**src/common/bus_pkg.sv**
```systemverilog
// Wishbone bus widths and lockstep copy-depth enum
package bus_pkg;

  // Word address width, 256 words addressable
  localparam int unsigned ADDR_W = 8;

  // Data word width
  localparam int unsigned DATA_W = 32;

  // One select bit per byte lane
  localparam int unsigned SEL_W = DATA_W / 8;

  // How much of a lockstep pair is copied or compared
  //   COPY_FULL    responses and read data copied, write data compared
  //   COPY_NO_DATA control only, no read data copy, no write data compare
  typedef enum logic {
    COPY_FULL    = 1'b0,
    COPY_NO_DATA = 1'b1
  } copy_depth_e;

endpackage

```
**src/verilog/wb_arbiter.sv**
```systemverilog
// Two-master round-robin Wishbone classic arbiter in front of one target
`timescale 1ns/1ps

module wb_arbiter (
  input  logic                      clk_i,
  input  logic                      rst_ni,
  // Master 0, host port
  input  logic                      m0_cyc,
  input  logic                      m0_stb,
  input  logic                      m0_we,
  input  logic [bus_pkg::ADDR_W-1:0] m0_adr,
  input  logic [bus_pkg::SEL_W-1:0]  m0_sel,
  input  logic [bus_pkg::DATA_W-1:0] m0_dat_w,
  output logic [bus_pkg::DATA_W-1:0] m0_dat_r,
  output logic                      m0_ack,
  // Master 1, copy engine
  input  logic                      m1_cyc,
  input  logic                      m1_stb,
  input  logic                      m1_we,
  input  logic [bus_pkg::ADDR_W-1:0] m1_adr,
  input  logic [bus_pkg::SEL_W-1:0]  m1_sel,
  input  logic [bus_pkg::DATA_W-1:0] m1_dat_w,
  output logic [bus_pkg::DATA_W-1:0] m1_dat_r,
  output logic                      m1_ack,
  // Target side
  output logic                      mem_cyc,
  output logic                      mem_stb,
  output logic                      mem_we,
  output logic [bus_pkg::ADDR_W-1:0] mem_adr,
  output logic [bus_pkg::SEL_W-1:0]  mem_sel,
  output logic [bus_pkg::DATA_W-1:0] mem_dat_w,
  input  logic [bus_pkg::DATA_W-1:0] mem_dat_r,
  input  logic                      mem_ack
);

  logic grant;     // 1 selects master 1
  logic owner_q;   // Master that held the bus last cycle
  logic lock_q;    // Owner had cyc high last cycle
  logic last_q;    // Master picked at the last fresh grant
  logic owner_cyc; // Owner still in its cycle
  logic hold;

  assign owner_cyc = owner_q ? m1_cyc : m0_cyc;
  assign hold      = lock_q & owner_cyc; // Grant frozen until owner drops cyc

  // Fresh grants are combinational so a lone requester starts at once
  always_comb begin
    if (hold) begin
      grant = owner_q;
    end else if (m0_cyc && m1_cyc) begin
      grant = ~last_q; // Tie goes to the one not served last
    end else begin
      grant = m1_cyc;  // Lone requester, or master 0 when nobody asks
    end
  end

  // Request mux towards the target
  assign mem_cyc   = grant ? m1_cyc   : m0_cyc;
  assign mem_stb   = grant ? m1_stb   : m0_stb;
  assign mem_we    = grant ? m1_we    : m0_we;
  assign mem_adr   = grant ? m1_adr   : m0_adr;
  assign mem_sel   = grant ? m1_sel   : m0_sel;
  assign mem_dat_w = grant ? m1_dat_w : m0_dat_w;

  // Responses only to the granted master, others keep waiting
  assign m0_ack   = ~grant & mem_ack;
  assign m1_ack   =  grant & mem_ack;
  assign m0_dat_r = grant ? '0 : mem_dat_r;
  assign m1_dat_r = grant ? mem_dat_r : '0;

  always_ff @(posedge clk_i or negedge rst_ni) begin
    if (!rst_ni) begin
      owner_q <= 1'b0;
      lock_q  <= 1'b0;
      last_q  <= 1'b1; // Master 0 wins the first tie
    end else begin
      owner_q <= grant;
      lock_q  <= mem_cyc;
      if (mem_cyc && !hold) begin
        last_q <= grant; // Remember fresh grants only
      end
    end
  end

endmodule

```
**config.mk**
```make
export PLATFORM = sky130hd
export DESIGN_NAME = wb_arbiter
export DESIGN_NICKNAME = d
export VERILOG_FILES = /design/src/common/bus_pkg.sv /design/src/verilog/wb_arbiter.sv
export SDC_FILE = /design/constraint.sdc
export NUM_CORES = 1
export LEC_CHECK = 0
export BUFFER_PORTS_ARGS = -buffer_cell sky130_fd_sc_hd__buf_2
export CAP_MARGIN = 20
export CORE_MARGIN = 8
export CORE_UTILIZATION = 36
export DETAILED_ROUTE_END_ITERATION = 7
export HOLD_SLACK_MARGIN = 0.15
export PLACE_DENSITY = 0.83
export RECOVER_POWER = 100
export SYNTH_ARGS = -nofsm -noshare
export SYNTH_HDL_FRONTEND = slang
export SYNTH_SLANG_ARGS = --single-unit
```
**constraint.sdc**
```tcl
create_clock -name clk_i -period 1.5 [get_ports clk_i]
set_input_delay 0.225 -clock clk_i [delete_from_list [all_inputs] [get_ports clk_i]]
set_output_delay 0.225 -clock clk_i [all_outputs]
set_load 0.05 [all_outputs]
```
==> results.md, run 1 <==
* Maximum clock path buffer count at 2
* Last stage reached: global routing (5_1_grt)
* Initial standard-cell utilization of the core at 0.364
* Count of synthesis-stage warnings from yosys at 0
* Clock sink count at 3
* Kind of the worst endpoint: top-level output
* H-tree levels at 1
* Portion of the post-synthesis area used by sequential elements at 0.0336
* Area share of the leading cell type in the synthesized netlist at 0.155
* Error that stopped the run: [ERROR DPL-0038] Utilization greater than 100%, impossible to legalize
* Post-synthesis area per instance at 6.18 um2
* Count of boundary I/O pins at 242
* Cell at the root of the clock tree: sky130_fd_sc_hd__clkbuf_8
* Worst slack, placed at -0.337 ns
* Cell area after synthesis at 0.00227 mm2
* Number of unique standard cell types used by synthesis at 23
* Die width at 95.5 um
* Y dimension of the die at 95.5 um
* Synth area leader: sky130_fd_sc_hd__o211ai_1
* Final GP Congestion at 0.865
* Status: aborted with a tool error
* TritonCTS buffer count at 3
* Quantity of I/O buffers inserted on ports at 241
* Synth top area cells: sky130_fd_sc_hd__o211ai_1 16%, sky130_fd_sc_hd__nor2b_1 13%, sky130_fd_sc_hd__nand4_1 13%
* Cell count after placement at 661
* Site row count at 29
* Last worst endpoint in the global-route repair_timing: mem_dat_w[30]
* Post-synthesis sequential element count at 3
* Detail Placement HPWL at 10100 um
* Cell count after synthesis at 368
* Syn_nets at 497
* Maximum number of pins on one net before global-route repair at 48
==> per-stage QoR <==
stage	TNS [ns]	cell area, um2	hold slack, ns
global placement	-23.77	4670	0.0208
CTS	-41.04	6040	0.366
detailed placement	-28.04	4670	0.0230
floorplan	-6.10	3320	-0.0706
==> timing repair <==
item,in CTS
pin swaps,26
hold buffers,1
gates cloned,12
gates resized for setup,304
setup buffers,7
hold endpoints to repair,3
endpoints found under the setup margin,112
==> cells in the mapped netlist <==
library cell / n
sky130_fd_sc_hd__nand4_1: 46
sky130_fd_sc_hd__nand2_1: 1
sky130_fd_sc_hd__a21oi_1: 47
sky130_fd_sc_hd__dfstp_2: 1
sky130_fd_sc_hd__nand2b_1: 3
sky130_fd_sc_hd__nor2b_1: 47
sky130_fd_sc_hd__nand3_1: 47
sky130_fd_sc_hd__and2b_1: 2
sky130_fd_sc_hd__and2_1: 1
sky130_fd_sc_hd__buf_2: 22
sky130_fd_sc_hd__o21ai_2: 1
sky130_fd_sc_hd__o211ai_1: 47
sky130_fd_sc_hd__a21boi_0: 3
sky130_fd_sc_hd__inv_1: 1
sky130_fd_sc_hd__buf_4: 2
sky130_fd_sc_hd__clkbuf_2: 3
sky130_fd_sc_hd__or2_2: 1
sky130_fd_sc_hd__and3_1: 33
sky130_fd_sc_hd__buf_6: 4
sky130_fd_sc_hd__a21boi_1: 30
sky130_fd_sc_hd__clkbuf_1: 22
sky130_fd_sc_hd__dfrtp_1: 2
sky130_fd_sc_hd__buf_1: 2
==> kinds of logic after synthesis <==
logic type / after synthesis / share of synthesized area
simple gates: 181 / 0.472
compound gates: 128 / 0.371
buf+inv: 56 / 0.123
flops: 3 / 0.0336
==> run 2: changes to the inputs <==
- CORE_UTILIZATION: 36 -> 30
- HOLD_SLACK_MARGIN: 0.15 -> default
- PLACE_DENSITY: 0.83 -> default
- PLACE_DENSITY_LB_ADDON: default -> 0.15
==> run 2 against run 1 <==
Against the previous run:
- the flow now finishes, with violations (setup timing)
- synthesized cell count unchanged
- synthesized area unchanged
==> results.md, run 2 <==
* Status: finished, violations left
* Violations in the final reports: setup timing
* Most used cell, CP: sky130_fd_sc_hd__buf_12
* Number of enable-type register cells in the synthesized netlist at 0 (unchanged)
* Fraction of power spent switching nets at 0.557
* Final count of negative-setup-slack endpoints at 113
* Total negative slack for setup checks at -48.97 ns
* Most frequent cells in the layout: 127 x sky130_fd_sc_hd__buf_2, 82 x sky130_fd_sc_hd__buf_6, 47 x sky130_fd_sc_hd__o211ai_1, 47 x sky130_fd_sc_hd__a21oi_1
* Worst skew pair latency at 0.22 ns
* Xor and xnor area share after synthesis at 0 (unchanged)
* Post-route worst setup slack at -0.523 ns
* Most frequent standard cell in the layout excluding fill and tap cells: sky130_fd_sc_hd__buf_2
* Global-route wire length before repair at 22200 um
* Die area at 0.0106 mm2
* Residual antenna-violating net count after detailed routing at 0
* TritonCTS buffer count at 3 (unchanged)
* Final core occ at 0.818
* Worst max-slew margin expressed relative to the limit at 0.474
* RSZ-0062 raised after global routing: true
* Maximum number of pins on one net before global-route repair at 53
* Capturing instance or port of the critical path: m1_dat_r[11]
* Vias in the first global route at 4208
* Drt pass-1 iters at 5
* Remaining global-route overflow at 0
* Combinational family with the most area after synthesis: simple AND/OR/NAND/NOR gates
* Worst setup path class: reg -> out
* FF-to-FF setup slack at 0.15 ns
* Worst path arrival time at 1.80 ns
* Number of antenna violations at the first check in global routing at 1
* Share of cells above drive strength 1 at 0.675
* Minimum period implied by the final worst setup slack at 2.02 ns
* RR Endpoint: last_q
* Actual slew at the worst max-slew pin at 0.789 ns
* Fraction of registers with async set or reset after synthesis at 1.00 (unchanged)
* Depth of the worst register-to-register path at 5
* Share of total power in the clock network at 0.067
* Portion of the post-synthesis area used by sequential elements at 0.0336 (unchanged)
* Detail Placement HPWL at 9800 um (-2.8%)
* Maximum clock path buffer count at 2 (unchanged)
* CP Capture Type: output pin
* Count of synthesis-stage warnings from yosys at 0 (unchanged)
* Number of nets at the end of the flow at 736
* Via Count at 4218
* Highest ir drop seen on vdd at 0.335 mV
* Startpoint class of the critical path: flip-flop
* Commonest register cell after synthesis: sky130_fd_sc_hd__dfrtp_1
* Multiplexer fraction of the synthesized cell area at 0 (unchanged)
* Post-route clock skew at 0.00434 ns
* Critical-path cell with the highest stage delay: sky130_fd_sc_hd__dfrtp_1
* CP Depth at 6
* Initial standard-cell utilization of the core at 0.312 (-0.0525)
* Post-DR wirelength/cell at 24.0 um
* Total detailed-routing wirelength at 16900 um
* Final Hold Vio Count at 0
* Area share of the leading cell type in the synthesized netlist at 0.155 (unchanged)
* Syn_nets at 497 (unchanged)
* Synth area leader: sky130_fd_sc_hd__o211ai_1
* Largest registers: last_q (1), lock_q (1), owner_q (1)
* Site row count at 31 (+6.9%)
* Avg Vias per Cell at 5.97
* Reported leakage power at 0.00272 uW
* Design internal power at 1640 uW
* Required arrival time at the worst endpoint at 1.27 ns
* Cell area after synthesis at 0.00227 mm2 (unchanged)
* Quantity of I/O buffers inserted on ports at 241 (unchanged)
* Stage delay of the slowest cell on the critical path at 0.37 ns
* Clock-pin transition on the worst setup and hold timing paths at 0.03 ns
* DRC violation count after routing at 0
* Violation count after the first detailed-route iteration at 363
* Cell at the root of the clock tree: sky130_fd_sc_hd__clkbuf_8
* Total net switching power at 2060 uW
* Achievable Freq at 0.494 GHz
* Area of the core region at 0.00729 mm2
* Maximum fanout encountered on the critical timing path at 11
* Maximum capacitance violations at 0
* Worst hold path type: in -> async
* Ordered cell list for the critical path: and2b_2 > o21ai_4 > buf_12 > buf_12 > and3_4 > buf_8
* Launching point of the worst reg2reg path: last_q
* Final GP Congestion at 0.756 (-13%)
* GRT Util Overall at 0.260
* Adder-cell area share of the yosys netlist at 0 (unchanged)
* Y dimension of the die at 103 um (+7.9%)
* Sum of buffers and inverters on the critical path at 3
* Sequential Power Share at 0.026
* Commonest cells in the netlist: 47 x sky130_fd_sc_hd__a21oi_1, 47 x sky130_fd_sc_hd__nand3_1, 47 x sky130_fd_sc_hd__nor2b_1, 47 x sky130_fd_sc_hd__o211ai_1, 46 x sky130_fd_sc_hd__nand4_1
* Number of unique standard cell types used by synthesis at 23 (unchanged)
* Cell family contributing the most delay on the critical path: simple AND/OR/NAND/NOR gates
* TritonCTS clock tree: yes
* Crit path from: owner_q
* Synth top area cells: sky130_fd_sc_hd__o211ai_1 16%, sky130_fd_sc_hd__nor2b_1 13%, sky130_fd_sc_hd__nand4_1 13%
* Part of the cycle the worst path needs at 1.35
* Cell count after synthesis at 368 (unchanged)
* Clock sink count at 3 (unchanged)
* Post-synthesis sequential element count at 3 (unchanged)
* Pins over their slew limit at 0
* Combinational power share at 0.906
* Area overhead of the layout relative to synthesis at 162%
* Share of the synthesized area in compound gates (AO/OA/AOI/OAI) at 0.371 (unchanged)
* Power per standard cell area at 620 mW/mm2
* Post-synthesis area per instance at 6.18 um2 (unchanged)
* Count of boundary I/O pins at 242 (unchanged)
* Die width at 103 um (+7.9%)
* Simple-gate share of the synthesized area at 0.472 (unchanged)
* H-tree levels at 1 (unchanged)
run 2: cell counts after synthesis:
No cell type changed its count.
run 2: timing repair:
item / CTS / global route
buffers inserted: 3 / 5
gates cloned: 2 / 4
hold buffers: 1 / 0
endpoints found under the setup margin: 112 / 112
pin swaps: 9 / 29
endpoints found under the hold margin: 3 / 0
resized for setup: 241 / 48
run 2: cell families (layout without fill, tap and decap cells):
family	after synthesis	in the layout
other	0	1
and+or+nand+nor	181	181
DFF	3	3
AOI/OAI and AO/OA	128	128
buffers and inverters	56	294
run 2: worst min-delay path by stage:
stage	startpoint	endpoint	slack [ns]	cells past startpoint
detailed placement	rst_ni	lock_q	0.02	1
CTS	rst_ni	lock_q	0.37	2
global placement	rst_ni	lock_q	0.02	1
floorplan	rst_ni	lock_q	-0.07	0
finish	rst_ni	owner_q	0.41	2
global route	rst_ni	owner_q	0.41	2
run 2: metrics by stage:
| step | worst slack (ns) | std cells | hold slack, ns | instance area [um2] | total power (uW) |
|---|---|---|---|---|---|
| floorplan | -0.134 | 368 | -0.0706 | 3320 | 2060 |
| CTS | -0.449 | 698 | 0.373 | 5680 | 3450 |
| detailed placement | -0.265 | 688 | 0.0242 | 4760 | 2740 |
| finish | -0.523 | 706 | 0.406 | 5970 | 3700 |
| global route | -0.565 | 706 | 0.411 | 5970 | 3840 |
| global placement | -0.264 | 688 | 0.0237 | 4760 | 2700 |
run 2: area by class of cell:
cell class	count	area (um2)
fill	438	1330
timing repair buffer	289	2780
inverter	1	3.75
antenna	1	2.50
multi-input combinational	309	2930
sequential	3	76.3
clock buffer	4	45.0
tap	99	124
run 2: power groups by stage:
stage	Clock [uW]	Sequential (uW)	Combinational, uW
3_3_place_gp	0	96.1	2600
2_1_floorplan	0	97.0	1970
4_1_cts	241	95.3	3110
5_1_grt	264	97.5	3480
3_5_place_dp	0	95.5	2640
6_report	249	96.6	3350
run 2: layer usage:
layer  wire [um]  GRT usage
met5           0          0
met4         735     0.0879
met3        1700     0.0770
met2        8530      0.466
met1        5960      0.284
No activity file was read; power rests on OpenSTA's default activity.
==> run 3: changes to the inputs <==
- ABC_AREA: default -> 1
- CORE_AREA: default -> 8 8 88 90
- CORE_MARGIN: 8 -> default
- CORE_UTILIZATION: 30 -> default
- DIE_AREA: default -> 0 0 96 98
- SKIP_CTS_REPAIR_TIMING: default -> 1
- clock period: 1.5 -> 2.4 ns (I/O delays scaled with it)
==> run 3 against run 2 <==
Against the previous run:
- the flow now finishes without violations
- non-clock buffer count down 38
- via count fell by 38%
- worst hold slack better by 0.022 ns
- global-route usage fell by 9.6 points
- total power decreased by 43%
- core utilization fell by 41 points
- highest routed layer is now met5
- first-iteration DRC count fell by 88%
- critical path type unchanged
- wire length decreased by 49%
- sequential share of layout area grew 1.6 points
- synthesized area down 42%
==> results.md, run 3 <==
* Status: complete, no violations
* Simple-gate share of the synthesized area at 0.716 (+0.243)
* Cell count after placement at 588 (-15%)
* Cell at the root of the clock tree: sky130_fd_sc_hd__clkbuf_8
* CP Capture Type: output pin
* Actual slew at the worst max-slew pin at 0.608 ns (-0.181 ns)
* Share of cells above drive strength 1 at 0.505 (-0.170)
* Global-route wire length before repair at 12500 um (-44%)
* Syn_nets at 413 (-17%)
* Maximum capacitance violations at 0 (unchanged)
* Antenna diode count at 0 (-1)
* Adder-cell area share of the yosys netlist at 0 (unchanged)
* Maximum fanout encountered on the critical timing path at 33 (+22)
* Achievable Freq at 0.456 GHz
* Detail Placement HPWL at 7370 um (-25%)
* Number of antenna violations at the first check in global routing at 1 (unchanged)
* Number of nets at the end of the flow at 643 (-13%)
* Portion of the post-synthesis area used by sequential elements at 0.0578 (+0.0242)
* Initial standard-cell utilization of the core at 0.203 (-0.108)
* Post-synthesis area per instance at 4.65 um2 (-25%)
* Power per standard cell area at 808 mW/mm2 (+30%)
* Via Count at 2600 (-38%)
* Most frequent standard cell in the layout excluding fill and tap cells: sky130_fd_sc_hd__buf_2
* Layout Cells excl Fill at 593 (-16%)
* Cell with the most instances after synthesis: sky130_fd_sc_hd__nand3_1
* Avg Vias per Cell at 4.38 (-27%)
* DRC violation count after routing at 0 (unchanged)
* Drt pass-1 iters at 4 (-1)
* Worst setup path class: reg -> out
* Maximum number of pins on one net before global-route repair at 38 (-28%)
* Part of the cycle the worst path needs at 0.913
* Worst slack, placed at 0.407 ns (+0.672 ns)
* Required arrival time at the worst endpoint at 2.04 ns (+0.77 ns)
* Synth area leader: sky130_fd_sc_hd__nand3_1
* Most frequent cells in the layout: 129 x sky130_fd_sc_hd__buf_2, 110 x sky130_fd_sc_hd__clkbuf_2, 92 x sky130_fd_sc_hd__nand3_1
* Y dimension of the die at 98 um (-4.9%)
* Minimum period implied by the final worst setup slack at 2.19 ns
* Fraction of registers with async set or reset after synthesis at 1.00 (unchanged)
* Die width at 96 um (-6.8%)
* RSZ-0062 raised after global routing: false
* Quantity of I/O buffers inserted on ports at 241 (unchanged)
* Worst max-slew margin expressed relative to the limit at 0.597 (+0.123)
* H-tree levels at 1 (unchanged)
* Clock sink count at 3 (unchanged)
* Final count of negative-setup-slack endpoints at 0 (-100%)
* Post-route clock skew at 0.00283 ns (-0.00151 ns)
* Cell count after synthesis at 284 (-23%)
* Xor and xnor area share after synthesis at 0 (unchanged)
* Site row count at 30 (-3.2%)
* TritonCTS clock tree: yes
* Post-route worst setup slack at 0.208 ns (+0.731 ns)
* Number of unique standard cell types used by synthesis at 16 (-30%)
* Total negative slack for setup checks at 0 ns (+48.97 ns)
* Combinational family with the most area after synthesis: simple AND/OR/NAND/NOR gates
* Reported leakage power at 0.00185 uW (-32%)
* Area of the core region at 0.00649 mm2 (-11%)
* Overall power of the completed layout at 2120 uW (-43%)
* Highest ir drop seen on vdd at 0.416 mV (+24%)
* Die area at 0.00941 mm2 (-11%)
* Worst skew pair latency at 0.22 ns (about the same)
* Residual antenna-violating net count after detailed routing at 0 (unchanged)
* Startpoint class of the critical path: flip-flop
* Area overhead of the layout relative to synthesis at 98.6%
* Cell area after synthesis at 0.00132 mm2 (-42%)
* Multiplexer fraction of the synthesized cell area at 0 (unchanged)
* Final Hold Vio Count at 0 (unchanged)
* Pins over their slew limit at 0 (unchanged)
* Commonest cells in the netlist: 93 x sky130_fd_sc_hd__nand3_1, 66 x sky130_fd_sc_hd__nor2_1, 54 x sky130_fd_sc_hd__nand2_1, 34 x sky130_fd_sc_hd__inv_1, 13 x sky130_fd_sc_hd__buf_2
* Worst hold path type: in -> reg
* Clock-pin transition on the worst setup and hold timing paths at 0.03 ns (about the same)
* Post-synthesis sequential element count at 3 (unchanged)
* Count of boundary I/O pins at 242 (unchanged)
* TritonCTS buffer count at 3 (unchanged)
* Total detailed-routing wirelength at 8590 um (-49%)
* Largest registers: last_q (1), lock_q (1), owner_q (1)
* Synth top area cells: sky130_fd_sc_hd__nand3_1 35%, sky130_fd_sc_hd__nor2_1 19%, sky130_fd_sc_hd__nand2_1 15%
* Post-DR wirelength/cell at 14.5 um (-40%)
* Maximum clock path buffer count at 2 (unchanged)
* GRT Util Overall at 0.164 (-0.0960)
* Area share of the leading cell type in the synthesized netlist at 0.353 (+0.197)
* Commonest register cell after synthesis: sky130_fd_sc_hd__dfrtp_1
* Share of the synthesized area in compound gates (AO/OA/AOI/OAI) at 0.00664 (-0.365)
* Final GP Congestion at 0.761 (+0.75%)
* Worst hold slack at 0.427 ns (+0.0215 ns)
* Vias in the first global route at 2548 (-39%)
* FF-to-FF setup slack at 1.07 ns (+0.92 ns)
* Remaining global-route overflow at 0 (unchanged)
* Number of enable-type register cells in the synthesized netlist at 0 (unchanged)
* Violation count after the first detailed-route iteration at 43 (-88%)
* Count of synthesis-stage warnings from yosys at 0 (unchanged)
* Worst path arrival time at 1.83 ns (+0.03 ns)
-- run 3: changes by cell type after synthesis, sizes merged, moves of 36 or more --
cell    before  now
a21oi       47    1
inv          1   37
nand2        1   56
nand3       47   94
nand4       46    1
nor2         0   66
nor2b       47    0
o211ai      47    0
-- run 3: final cells by class --
cell class                      count  area, um2
Fill cell                         743       3870
Timing Repair Buffer              251       1300
Multi-Input combinational cell    218        958
Inverter                           37        139
Tap cell                           80        100
Sequential cell                     3       76.3
Clock buffer                        4       45.0
-- run 3: through the flow --
stage	util	area [um2]
finish	0.404	2620
global route	0.404	2620
CTS	0.403	2620
detailed placement	0.396	2570
global placement	0.396	2570
floorplan	-	1320
-- run 3: metal layers --
layer	global-route usage	up-vias	wire length (um)
met2	0.299	153	4250
met4	0.0178	2	27
met1	0.172	1094	3020
met3	0.0698	5	1280
li1	-	1346	-
met5	0	-	13
-- run 3: worst paths after layout --
| kind | start | endpoint | cells past startpoint |
|---|---|---|---|
| max | owner_q | m1_dat_r[31] | 7 |
| min in group asynchronous | rst_ni | lock_q | 2 |
| min | m1_cyc | lock_q | 3 |
| min reg2reg | last_q | last_q | 2 |
| max reg2reg | owner_q | owner_q | 4 |
| max in group asynchronous | rst_ni | last_q | 2 |
-- run 3: kinds of logic (layout without fill, tap and decap cells) --
kind of cell / Yosys count / count (layout)
buffers and inverters: 63 / 292
flip-flops: 3 / 3
AO/OA/AOI/OAI: 1 / 1
AND/OR/NAND/NOR: 217 / 217
-- run 3: worst max-delay path, cell delays in order (launching register included) --
cell	delay [ns]
sky130_fd_sc_hd__dfrtp_1	0.40
sky130_fd_sc_hd__nand2_1	0.12
sky130_fd_sc_hd__nand3_2	0.10
sky130_fd_sc_hd__nand2_1	0.17
sky130_fd_sc_hd__nand2_1	0.07
sky130_fd_sc_hd__clkbuf_4	0.28
sky130_fd_sc_hd__nor2_1	0.15
sky130_fd_sc_hd__clkbuf_2	0.31
-- run 3: report_power, final --
group          switching (uW)  internal, uW  leakage, uW
clock                    35.6           113    0.0000228
sequential               7.91          62.4    0.0000333
combinational            1480           413      0.00179
==> run 4: changes to the inputs <==
- clock period: 2.4 -> 2.55 ns (I/O delays scaled with it)
==> run 4 against run 3 <==
Against the previous run:
- via count is 0.27% lower
- critical path depth stayed put
- sequential power is 6.0% lower
- global-route usage is 0.71 points higher
- register-to-register slack better by 0.15 ns
- clock power is 7% lower
- worst hold slack better by 0.031 ns
- critical path type unchanged
- critical endpoint is now mem_dat_w[31]
==> results.md, run 4 (synthesis gave the netlist of run 3 again) <==
* Maximum number of pins on one net before global-route repair at 38 (unchanged)
* Violation count after the first detailed-route iteration at 55 (+28%)
* Final count of negative-setup-slack endpoints at 0 (unchanged)
* Stage delay of the slowest cell on the critical path at 0.40 ns (about the same)
* Clock sink count at 3 (unchanged)
* Area of the core region at 0.00649 mm2 (unchanged)
* Site row count at 30 (unchanged)
* Die width at 96 um (unchanged)
* Final core occ at 0.394 (-0.00944)
* Final GP Congestion at 0.778 (+2.2%)
* Sequential Power Share at 0.034 (about the same)
* Crit path from: owner_q
* Total negative slack for setup checks at 0 ns (unchanged)
* Startpoint class of the critical path: flip-flop
* Die area at 0.00941 mm2 (unchanged)
* GRT Util Overall at 0.171 (+0.00709)
* Worst skew pair latency at 0.22 ns (about the same)
* Worst hold slack at 0.459 ns (+0.0314 ns)
* Design internal power at 527 uW (-10%)
* Achievable Freq at 0.438 GHz
* Maximum clock path buffer count at 2 (unchanged)
* Post-DR wirelength/cell at 14.7 um (+1.3%)
* Post-route clock skew at 0.000813 ns (-0.00202 ns)
* Combinational power share at 0.896 (about the same)
* Via Count at 2593 (-0.27%)
* Antenna diode count at 0 (unchanged)
* TritonCTS buffer count at 3 (unchanged)
* H-tree levels at 1 (unchanged)
* Most used cell, CP: sky130_fd_sc_hd__nand2_1
* Final Hold Vio Count at 0 (unchanged)
* Placement Cell Area at 0.00255 mm2 (-0.97%)
* Detail Placement HPWL at 7450 um (+1.0%)
* Sum of buffers and inverters on the critical path at 2 (unchanged)
* Maximum fanout encountered on the critical timing path at 37 (+12%)
* Final design area excluding fillers at 0.00256 mm2 (-2.3%)
* Clock-pin transition on the worst setup and hold timing paths at 0.03 ns (about the same)
* Fraction of power spent switching nets at 0.732 (+0.00989)
* Share of cells above drive strength 1 at 0.448 (-0.0565)
* Part of the cycle the worst path needs at 0.896
* Most frequent standard cell in the layout excluding fill and tap cells: sky130_fd_sc_hd__buf_2
* Cell at the root of the clock tree: sky130_fd_sc_hd__clkbuf_8
* Power per standard cell area at 768 mW/mm2 (-4.9%)
* Largest registers: last_q (1), lock_q (1), owner_q (1)
* Hold_sp: m1_cyc
* DRC violation count after routing at 0 (unchanged)
* Launching point of the worst reg2reg path: owner_q
* Reported leakage power at 0.00174 uW (-5.7%)
* Worst setup path class: reg -> out
* Quantity of I/O buffers inserted on ports at 241 (unchanged)
* Number of nets at the end of the flow at 643 (unchanged)
* Cell family contributing the most delay on the critical path: buffers and inverters
* Ordered cell list for the critical path: nand2_1 > nand3_2 > nand2_1 > clkbuf_4 > nand3_1 > nand2_1 > clkbuf_2
* Maximum capacitance violations at 0 (unchanged)
* RSZ-0062 raised after global routing: false
* Avg Vias per Cell at 4.37 (-0.27%)
* Share of total power in the clock network at 0.071 (about the same)
* Remaining global-route overflow at 0 (unchanged)
* Y dimension of the die at 98 um (unchanged)
* Drt pass-1 iters at 4 (unchanged)
* Worst path arrival time at 1.90 ns (+0.07 ns)
* Count of boundary I/O pins at 242 (unchanged)
* Most frequent cells in the layout: 129 x sky130_fd_sc_hd__buf_2, 92 x sky130_fd_sc_hd__nand3_1, 81 x sky130_fd_sc_hd__clkbuf_2
* Pins over their slew limit at 0 (unchanged)
* Minimum period implied by the final worst setup slack at 2.29 ns
* CP Capture Type: output pin
* Initial standard-cell utilization of the core at 0.203 (unchanged)
* Highest ir drop seen on vdd at 0.378 mV (-9.0%)
* Worst hold path type: in -> reg
* Area overhead of the layout relative to synthesis at 93.9%
* Number of antenna violations at the first check in global routing at 1 (unchanged)
* TritonCTS clock tree: yes
* Actual slew at the worst max-slew pin at 0.666 ns (+0.0583 ns)
* Critical-path cell with the highest stage delay: sky130_fd_sc_hd__dfrtp_1
* Worst max-slew margin expressed relative to the limit at 0.558 (-0.0387)
* Global-route wire length before repair at 13000 um (+4.5%)
* Status: complete, no violations
* Total detailed-routing wirelength at 8710 um (+1.3%)
* Required arrival time at the worst endpoint at 2.17 ns (+0.13 ns)
* Total net switching power at 1440 uW (-5.9%)
* Vias in the first global route at 2574 (+1.0%)
* Residual antenna-violating net count after detailed routing at 0 (unchanged)
run 4: final timing paths:
| path | endpoint | slack (ns) | cells after the start |
|---|---|---|---|
| max | mem_dat_w[31] | 0.26 | 7 |
| min reg2reg | last_q | 0.47 | 2 |
| max reg2reg | owner_q | 1.22 | 4 |
| min | lock_q | 0.46 | 3 |
| min in group asynchronous | lock_q | 0.51 | 2 |
| max in group asynchronous | last_q | 1.81 | 2 |
run 4: stage by stage:
step	std cells	total power, uW	setup WS [ns]
floorplan	284	1440	0.580
global placement	588	1860	0.449
detailed placement	588	1860	0.430
CTS	592	2010	0.299
global route	593	2090	0.104
finish	593	1970	0.265
run 4: power groups by stage:
stage | Clock, uW | Combinational, uW | Sequential, uW
after floorplan | 0 | 1380 | 64.3
after global placement | 0 | 1790 | 65.8
after detailed placement | 0 | 1790 | 66.7
after CTS | 142 | 1800 | 66.2
after global routing | 145 | 1880 | 67.6
final | 139 | 1760 | 66.1
run 4: final cells by class:
type	instances	area, um2
tap	80	100
multi-input combinational	218	958
clock buffer	4	45.0
sequential	3	76.3
fill	763	3930
inverter	37	139
timing repair buffer	251	1240
run 4: layer usage:
layer | track usage | part of all wire
met5 | 0 | 0.0015
met4 | 0.0178 | 0.0029
met3 | 0.0737 | 0.15
met2 | 0.308 | 0.50
met1 | 0.182 | 0.35
run 4: worst min-delay path, stage by stage:
cell and delay (ns):
sky130_fd_sc_hd__buf_2 0.10, sky130_fd_sc_hd__inv_2 0.05, sky130_fd_sc_hd__nand2_1 0.10
